### src/hdl/fas_consts.svh
/*
  Sizing constants for the 16-point frequency analysis pipeline.
  The stage count must equal log2 of the frame size, and the pipeline
  width must hold a full-scale sample plus one bit of growth per stage.
*/
`ifndef FAS_CONSTS_SVH
`define FAS_CONSTS_SVH

`define FAS_N_POINTS   16  // Samples per frame and bins per spectrum
`define FAS_LOG2_N     4   // Butterfly stages, also bin index width
`define FAS_SAMPLE_W   16  // Input sample width
`define FAS_ACC_W      24  // Real or imaginary part inside the pipeline

`define FAS_TW_FRAC    16  // Twiddle fraction bits, 1.0 is 65536
`define FAS_OUT_SHIFT  4   // Right shift on each output bin

`endif

### src/hdl/fas_pkg.sv
/*
  Shared data types of the frequency analysis block.
  Widths come from the constants header, so that header must be on the
  include path when this package is compiled.
*/
`include "fas_consts.svh"

package fas_pkg;

  ////////////////////////////////////////////////////////////////////////////
  // Sample and pipeline types
  ////////////////////////////////////////////////////////////////////////////

  // Signed input sample as it arrives on the data port
  typedef logic signed [`FAS_SAMPLE_W-1:0] sample_t;

  // One real or imaginary part between butterfly stages
  typedef logic signed [`FAS_ACC_W-1:0] acc_t;

  ////////////////////////////////////////////////////////////////////////////
  // Output types
  ////////////////////////////////////////////////////////////////////////////

  // Packed bin, real part in the upper half and imaginary part in the lower
  typedef logic [2*`FAS_SAMPLE_W-1:0] bin_t;

  // Index of one bin in natural order
  typedef logic [`FAS_LOG2_N-1:0] bin_idx_t;

endpackage

### src/hdl/frame_collector.sv
/*
  Gathers strobed samples into a parallel frame of 16.
  Idle cycles between strobes only pause the write index. The frame stays
  on frame_re until the next sample overwrites entry 0, so the next stage
  must take it on the cycle frame_valid is high.
*/
`timescale 1ns/100ps
`include "fas_consts.svh"

module frame_collector (
  input  logic             clk,
  input  logic             rst,
  input  logic             data_valid,
  input  fas_pkg::sample_t data,
  output logic             frame_valid,
  output fas_pkg::acc_t    frame_re [`FAS_N_POINTS],
  output fas_pkg::acc_t    frame_im [`FAS_N_POINTS]
);

  import fas_pkg::*;

  logic [`FAS_LOG2_N-1:0] wr_idx;  // Slot for the next accepted sample

  ////////////////////////////////////////////////////////////////////////////
  // Write index and frame strobe
  ////////////////////////////////////////////////////////////////////////////

  always_ff @(posedge clk or posedge rst) begin
    if (rst) begin
      wr_idx      <= '0;
      frame_valid <= 1'b0;
    end else begin
      frame_valid <= data_valid && (&wr_idx);  // Last slot filled this edge
      if (data_valid) begin
        wr_idx <= wr_idx + 1'b1;  // Wraps to 0 after slot 15
      end
    end
  end

  ////////////////////////////////////////////////////////////////////////////
  // Sample store
  ////////////////////////////////////////////////////////////////////////////

  always_ff @(posedge clk) begin
    if (data_valid) begin
      frame_re[wr_idx] <= acc_t'(data);  // Sign-extended into pipeline width
    end
  end

  // Real input only
  always_comb begin
    for (int i = 0; i < `FAS_N_POINTS; i++) begin
      frame_im[i] = '0;
    end
  end

endmodule

### config.mk
export PLATFORM = sky130hd
export DESIGN_NAME = frame_collector
export DESIGN_NICKNAME = d
export VERILOG_FILES = /design/src/hdl/fas_pkg.sv /design/src/hdl/frame_collector.sv
export VERILOG_INCLUDE_DIRS = /design/src /design/src/hdl
export SDC_FILE = /design/constraint.sdc
export NUM_CORES = 1
export LEC_CHECK = 0
export ABC_AREA = 1
export BUFFER_PORTS_ARGS = -buffer_cell sky130_fd_sc_hd__buf_4
export CAP_MARGIN = 20
export CORE_AREA = 2 2 306 308
export CTS_BUF_LIST = sky130_fd_sc_hd__clkbuf_8 sky130_fd_sc_hd__clkbuf_16
export CTS_CLUSTER_DIAMETER = 60
export DETAILED_ROUTE_END_ITERATION = 6
export DIE_AREA = 0 0 308 310
export PLACE_DENSITY_LB_ADDON = 0.05
export SETUP_SLACK_MARGIN = 0.15
export SLEW_MARGIN = 15
export SYNTH_ARGS = -nofsm -noshare
export SYNTH_HDL_FRONTEND = slang
export SYNTH_SLANG_ARGS = --single-unit
### constraint.sdc
create_clock -name clk -period 2.5 [get_ports clk]
set_clock_uncertainty 0.05 [all_clocks]
set_input_delay 0.5 -clock clk [delete_from_list [all_inputs] [get_ports clk]]
set_output_delay 0.5 -clock clk [all_outputs]
set_load 0.05 [all_outputs]
# Word level (Yosys, flattened, before mapping)
# Cells that the tools add are included.
dict set report totals {
  ff_bits 389
  latchBits 0
  ramBits 0
  rom_bits 0
  input_bits 19
  out_inout_bits 769
  mem_count 0
}
dict set report op_classes {
  add_sub_neg 1
  n_mul 0
  n_div 0
  magnitude_cmp 2
  n_eq_ne 0
  n_shift 0
  mux 3
  n_bitwise 1
  n_reduce_logical 3
}
# cell n
set ops {}
lappend ops {{bitwise mux 384 bit} 1}
lappend ops {{demux 24 bit (select 4 bit)} 1}
lappend ops {{2-to-1 mux 24 bit} 1}
lappend ops {{greater-or-equal comparator 5 bit (second input constant)} 1}
lappend ops {{less-than comparator 5 x 1 -> 1 bit (second input constant)} 1}
lappend ops {{inverter 4 -> 5 bit} 1}
lappend ops {{adder 4 x 1 -> 4 bit (second input constant)} 1}
lappend ops {{AND reduction 4 bit} 1}
lappend ops {{logical AND 1 bit} 2}

# Longest topological paths before layout
# Gate-level depths: netlist (run 1).
dict set report depth {
  word_depth 6
  depth_mapped 5
  ltp_nobuf 4
}

# Least setup slack after synthesis (run 1)
# Ideal clock, no wire load.
dict set report synth_path {
  kind {reg-to-reg}
  from {register, netlist name wr_idx[0]}
  to {register frame_re[120] (netlist bit) (enable)}
  setup_ns 0.388
  t_arrival_ns 1.447
  required_time_ns 2.062
  slack_ns 0.614
  path_stages_with_launch 5
  path_buffers 0
  period_less_slack_ns 1.886
  cell_sequence {dfrtp_1 -> inv_1 -> ha_1 -> nand2_1 -> nor2_1}
}
# element line
set synth_lines {}
lappend synth_lines {{end signal: indexed assignment} frame_collector.sv:46} ;# frame_re[wr_idx] <= acc_t'(data);
lappend synth_lines {{end: declaration} frame_collector.sv:16} ;# output fas_pkg::acc_t frame_re [`FAS_N_POINTS],

==> results of run 1 <==
per-stage QoR:
stage | area [um^2] | total power, mW | cells | hold WS (ns) | setup slack, ns
2_1_floorplan | 13300 | 9.18 | 1201 | 0.229 | 0.614
3_3_place_gp | 14200 | 9.85 | 2305 | 0.408 | 0.731
3_5_place_dp | 14200 | 9.83 | 2305 | 0.412 | 0.726
4_1_cts | 15700 | 16.5 | 2386 | 0.0788 | 0.345
5_1_grt | 15700 | 16.8 | 2386 | 0.113 | 0.366
6_report | 15700 | 16.1 | 2387 | 0.133 | 0.473
kinds of logic after synthesis:
group,count (synthesis)
DFF,261
adders and majority gates,4
xor gates and xnor gates,2
and+or+nand+nor,31
other,1
AOI/OAI and AO/OA,1
buffers and inverters,518
what timing repair did:
| action | in CTS | in global routing |
|---|---|---|
| hold buffers | 1 | 0 |
| gates resized for setup | 0 | 0 |
| endpoints found under the hold margin | 5 | 0 |
Yosys cell counts (all sizes together):
| master | count |
|---|---|
| nor3 | 1 |
| buf | 513 |
| edfxtp | 256 |
| conb | 1 |
| inv | 5 |
| ha | 4 |
| o21ai | 1 |
| nor2 | 19 |
| nand2 | 11 |
| xor2 | 2 |
| dfrtp | 5 |
power groups by stage:
| stage | logic (mW) | registers [mW] | clock network, mW |
|---|---|---|---|
| final | 4.21 | 5.44 | 6.44 |
| after global routing | 4.41 | 5.49 | 6.89 |
| after CTS | 4.30 | 5.46 | 6.77 |
| after detailed placement | 4.29 | 5.54 | 0 |
| after global placement | 4.30 | 5.55 | 0 |
| after floorplan | 2.69 | 6.49 | 0 |
path summary, 6_finish.rpt:
path	startpoint	to	slack, ns	cells past startpoint
worst max-delay path	frame_re[70]	frame_re[64]	0.47	1
worst min-delay path	data_valid	wr_idx[0]	0.13	2
worst max register to register	wr_idx[0]	frame_re[365]	0.74	5
worst min register to register	wr_idx[3]	wr_idx[3]	0.51	2
max in group asynchronous	rst	wr_idx[2]	1.81	3
min in group asynchronous	rst	wr_idx[1]	0.37	3
routing by layer:
layer | part of all wire, % | up-vias | track usage [%]
met3 | 12 | 60 | 4.71
met5 | 0.037 | - | 0
li1 | - | 2540 | -
met4 | 2.3 | 2 | 2.62
met1 | 33 | 2973 | 8.44
met2 | 52 | 405 | 14.8
flip-flops by register name, summed over array words and instances, names as in the netlist:
| signal | flops |
|---|---|
| wr_idx | 4 |
| frame_re | 256 |
| frame_valid | 1 |
cell type report:
type,instances,area share (%)
inverters,5,0.119
multi-input cells,422,10.7
flip-flops and latches,261,49.7
repair buffers,421,20.1
clock buffers,45,7.17
well taps,1197,9.53
clock inverters,35,2.60
diodes,1,0.0159
==> results.json, run 1 <==
{
  "run_status": "completed",
  "cp.arrival_ns": 1.48,
  "antenna_found_initial": 6,
  "setup_viol": 0,
  "cp-end-kind": "output pin",
  "synth.avg_cell_area_um2": 14.5,
  "timing.setup.critical_path_class": "flop to output pin",
  "pin_count": 788,
  "synth-adder-area-share_pct": 0.421,
  "portion_of_total_power_attributed_to_combinational_logic_pct": 26.2,
  "core_area_um2": 92500,
  "pwr-share-seq_pct": 33.8,
  "synth_mux_area_share_pct": 0,
  "synth_cells": 818,
  "drc_errors": 0,
  "cap_viol_max_count": 0,
  "nFillCells": 10100,
  "cts.root.buffer_cell": "clkbuf_16",
  "grt_pass1_vias": 5545,
  "vdd_drop_max_mv": 0.423,
  "synthDominantAreaCellType": "edfxtp_1",
  "worstHoldPathType": "input pin to flop",
  "worst_setup_hold_path_clk_slew_ns": 0.05,
  "cp_num_buf_inv": 1,
  "path_max_fanout": 9,
  "power.density_cell_area_nw_per_um2": 1020,
  "cts_post_setup_buffers_inserted": 0,
  "area_growth_from_synthesis_to_layout_pct": 32.2,
  "rsz0062_at_grt": "false",
  "worstSetupStartpointType": "flop",
  "layout-drive-gt1-share_pct": 42.5,
  "initial_utilization_pct": 12.9,
  "cts_max_level": 2,
  "min_period_over_period_pct": 81.1,
  "synth_area_um2": 11900,
  "global_route_congestion_overflow_total": 0,
  "netlist_top_cells_area": "edfxtp_1 (65%), buf_4 (32%), dfrtp_1 (1.1%)",
  "area.sequential_um2": 7810,
  "global_route.usage.total_pct": 8.41,
  "post_synth_and_or_nand_nor_area_fraction_pct": 1.03,
  "timing.critical_path.slowest_stage_cell": "edfxtp_1",
  "cts.sink_count": 261,
  "die-width_um": 308,
  "grt_max_degree": 18,
  "clk_path_buf_depth": 3,
  "p_clk_share_pct": 40.0,
  "p_int_mw": 10.0,
  "timing.final.hold_violations": 0,
  "crit_family": "flip-flops",
  "io_buffers": 403,
  "post_drt_wl_per_cell_um": 18.0,
  "synthDominantCellAreaShare_pct": 64.7,
  "drtIter0Drc": 230,
  "synth_compound_gate_area_share_pct": 0.0421,
  "timing.final.max_slew_violations": 0,
  "detailed_place_hpwl_mm": 31.5,
  "critical_path_required_ns": 1.95,
  "layout_min_cycle_time_ns": 2.03,
  "timing.critical_path.slowest_cell_delay_ns": 0.61,
  "unique_masters_post_synth": 13,
  "number_of_buffers_added_by_the_clock_tree_synthesis_step": 44,
  "routed_via_density": 2.51,
  "layout.core_utilization_pct": 17.0,
  "cts_tree": "built",
  "switching_share_pct": 37.8,
  "ys_seq_area_share_pct": 65.7,
  "via_count": 5980,
  "leakage_component_of_the_power_nw": 6.53,
  "gp_congestion": 0.655,
  "final_common_cell": "buf_4",
  "rows": 112,
  "drt_pre_antenna_iters": 4,
  "tns_ns": 0,
  "numnets_final": 1178,
  "crit_chain": "buf_4",
  "switchingPower_mw": 6.08,
  "grt_first_pass_wirelength_mm": 53.6,
  "die_area_um2": 95500,
  "mostFrequentLayoutCells": "buf_4 (420), conb_1 (384), edfxtp_1 (256), clkbuf_16 (45), nor2_2 (14)",
  "dominant_combinational_cell_family_by_area_after_synthesis": "buffers and inverters",
  "postRouteAntennaNets": 0,
  "fmax_mhz": 493,
  "routed_wirelength_mm": 43.0,
  "vertical_die_dimension_um": 310,
  "synth_xor_area_share_pct": 0.147,
  "clk_lat_worst_skew_ns": 0.58,
  "yosysWarningCount": 0,
  "multi_input_area_um2": 1690,
  "total_of_flip_flops_plus_latches_after_synthesis": 261
}
(Power assumes the default switching activity.)
==> run 2: changes to the inputs <==
ABC_AREA = 0   (was 1)
clock period = 2 ns   (was 2.5 ns; I/O delays follow)
==> run 2 against run 1 <==
  * Die area did not move
  * Highest routed layer unchanged
  * Global-route usage rose by 0.38 points
  * Non-clock buffer count rose by 28
  * Largest power group unchanged
==> results.json, run 2 <==
{
  "run_status": "completed",
  "max_reg_flops": 256,
  "power.density_cell_area_nw_per_um2": 1230,
  "drt_pre_antenna_iters": 4,
  "most_flop_heavy_register": "frame_re",
  "synth_area_um2": 11900,
  "cp-end-kind": "output pin",
  "min_period_over_period_pct": 88.9,
  "die-width_um": 308,
  "cts_tree": "built",
  "worstHoldPathType": "input pin to flop",
  "io_buffers": 403,
  "cp.arrival_ns": 1.33,
  "global_route_congestion_overflow_total": 0,
  "synth.avg_cell_area_um2": 14.7,
  "gp_congestion": 0.653,
  "grt_pass1_vias": 5492,
  "timing.critical_path.slowest_stage_cell": "edfxtp_1",
  "routed_wirelength_mm": 44.7,
  "worst_setup_hold_path_clk_slew_ns": 0.05,
  "synthFlopType": "edfxtp_1",
  "mostFrequentLayoutCells": "buf_4 (427), conb_1 (384), edfxtp_1 (256), clkbuf_16 (47), buf_12 (19)",
  "final_common_cell": "buf_4",
  "timing.final.hold_violations": 0,
  "ys_seq_area_share_pct": 65.6,
  "drtIter0Drc": 242,
  "global_route.usage.total_pct": 8.79,
  "synth_cells": 809,
  "tns_ns": 0,
  "unique_masters_post_synth": 16,
  "pin_count": 788,
  "numnets_final": 1199,
  "critical_path_required_ns": 1.55,
  "rows": 112,
  "post_drt_wl_per_cell_um": 18.6,
  "yosysMostFrequentCell": "buf_4",
  "yosysWarningCount": 0,
  "vdd_drop_max_mv": 0.487,
  "synthDominantAreaCellType": "edfxtp_1",
  "crit_chain": "buf_12 -> buf_4",
  "rsz0062_at_grt": "false",
  "leakage_component_of_the_power_nw": 6.73,
  "drc_errors": 0,
  "grt_max_degree": 17,
  "largest_registers": "frame_re x256, wr_idx x4, frame_valid x1",
  "grt_first_pass_wirelength_mm": 55.6,
  "worstSetupStartpointType": "flop",
  "postRouteAntennaNets": 0,
  "timing.final.max_slew_violations": 0,
  "vertical_die_dimension_um": 310,
  "number_of_buffers_added_by_the_clock_tree_synthesis_step": 46,
  "total_of_flip_flops_plus_latches_after_synthesis": 261,
  "clk_lat_worst_skew_ns": 0.57,
  "fmax_mhz": 562,
  "cts.sink_count": 261,
  "clk_path_buf_depth": 3,
  "synth_common_cells": "buf_4 (512), edfxtp_1 (256), and2_1 (16)",
  "area_growth_from_synthesis_to_layout_pct": 34.5,
  "layout_min_cycle_time_ns": 1.78,
  "path_max_fanout": 9,
  "cap_viol_max_count": 0,
  "timing.setup.critical_path_class": "flop to output pin",
  "antenna_found_initial": 1,
  "timing.critical_path.slowest_cell_delay_ns": 0.41,
  "setup_viol": 0,
  "placement.setup.worst_slack_ns": 0.284,
  "cts_max_level": 2,
  "netlist_top_cells_area": "edfxtp_1 (65%), buf_4 (32%), dfrtp_1 (1.1%)",
  "synth_edf_count": 256,
  "initial_utilization_pct": 12.9,
  "die_area_um2": 95500,
  "layout_setup_ws_ns": 0.222,
  "layout-drive-gt1-share_pct": 43.4,
  "routed_via_density": 2.49,
  "cts.root.buffer_cell": "clkbuf_16",
  "synthDominantCellAreaShare_pct": 64.5,
  "cts.repair.resized": 0,
  "core_area_um2": 92500,
  "via_count": 6006,
  "async_reset_ff_share_pct": 1.92,
  "detailed_place_hpwl_mm": 33.9
}
run 2: changes by cell type in the layout (fill, tap and decap cells not counted), moves of 4 or more:
cell | before | now
bufinv_16 | 8 | 1
nor2_2 | 14 | 0
nand2_1 | 9 | 2
inv_6 | 2 | 6
and2_1 | 0 | 5
buf_4 | 420 | 427
buf_12 | 0 | 19
and2_2 | 0 | 11
run 2: where the power goes:
group	internal, mW	switching (mW)	total, mW
clock	4.40	2.88	7.28
combinational	1.01	4.58	5.59
sequential	6.59	0.203	6.79
run 2: logic make-up after synthesis:
group / after synthesis / share of synthesized area [%]
AO/OA/AOI/OAI: 1 / 0.0420
XOR/XNOR: 3 / 0.221
adder cells (fa/ha/maj): 4 / 0.420
buffers and inverters: 516 / 32.5
flip-flops: 261 / 65.6
other: 1 / 0.0315
AND/OR/NAND/NOR: 23 / 1.26
run 2: what timing repair did:
action | 4_1_cts | 5_1_grt
endpoints found under the hold margin | 6 | 0
hold buffers | 2 | 0
endpoints found under the setup margin | 126 | 9
setup buffers | 15 | 2
run 2: path summary, 6_finish.rpt:
kind,start,endpoint,slack [ns],depth (start not counted)
max,frame_re[310],frame_re[308],0.22,2
min,data[6],frame_re[126],0.13,1
max reg2reg,wr_idx[0],frame_re[312],0.37,4
min reg2reg,wr_idx[3],wr_idx[3],0.51,1
max in group asynchronous,rst,wr_idx[3],1.36,3
min in group asynchronous,rst,wr_idx[0],0.31,3
run 2: cell type report:
cell class                 instances  area [um^2]
antenna                            1         2.50
clock inverter                    36          230
fill                           10100        76500
inverter                           3         11.3
sequential                       261         7810
multi-input combinational        415         1690
clock buffer                      47         1180
timing repair buffer             449         3610
tap                             1197         1500
run 2: through the flow:
step / power (mW) / hold WS (ns) / cell area (um^2) / std cells / util, %
floorplan: 11.6 / 0.129 / 13400 / 1192 / -
global route: 20.6 / 0.112 / 16000 / 2408 / 17.3
detailed placement: 12.5 / 0.308 / 14300 / 2306 / 15.5
global placement: 12.6 / 0.298 / 14300 / 2306 / 15.5
CTS: 20.2 / 0.0943 / 16000 / 2406 / 17.3
finish: 19.7 / 0.135 / 16000 / 2409 / 17.3
run 2: metal layers:
layer / wire, um / vias to the layer above / track usage [%]
li1: - / 2589 / -
met1: 16100 / 2981 / 9.52
met2: 23200 / 376 / 15.4
met3: 4450 / 58 / 4.00
met4: 935 / 2 / 2.46
met5: 13 / - / 0
run 2: critical path, delay by kind of cell (launching register included):
family                 cells  cell delay (ns)
buffers and inverters      2             0.36
DFF                        1             0.41
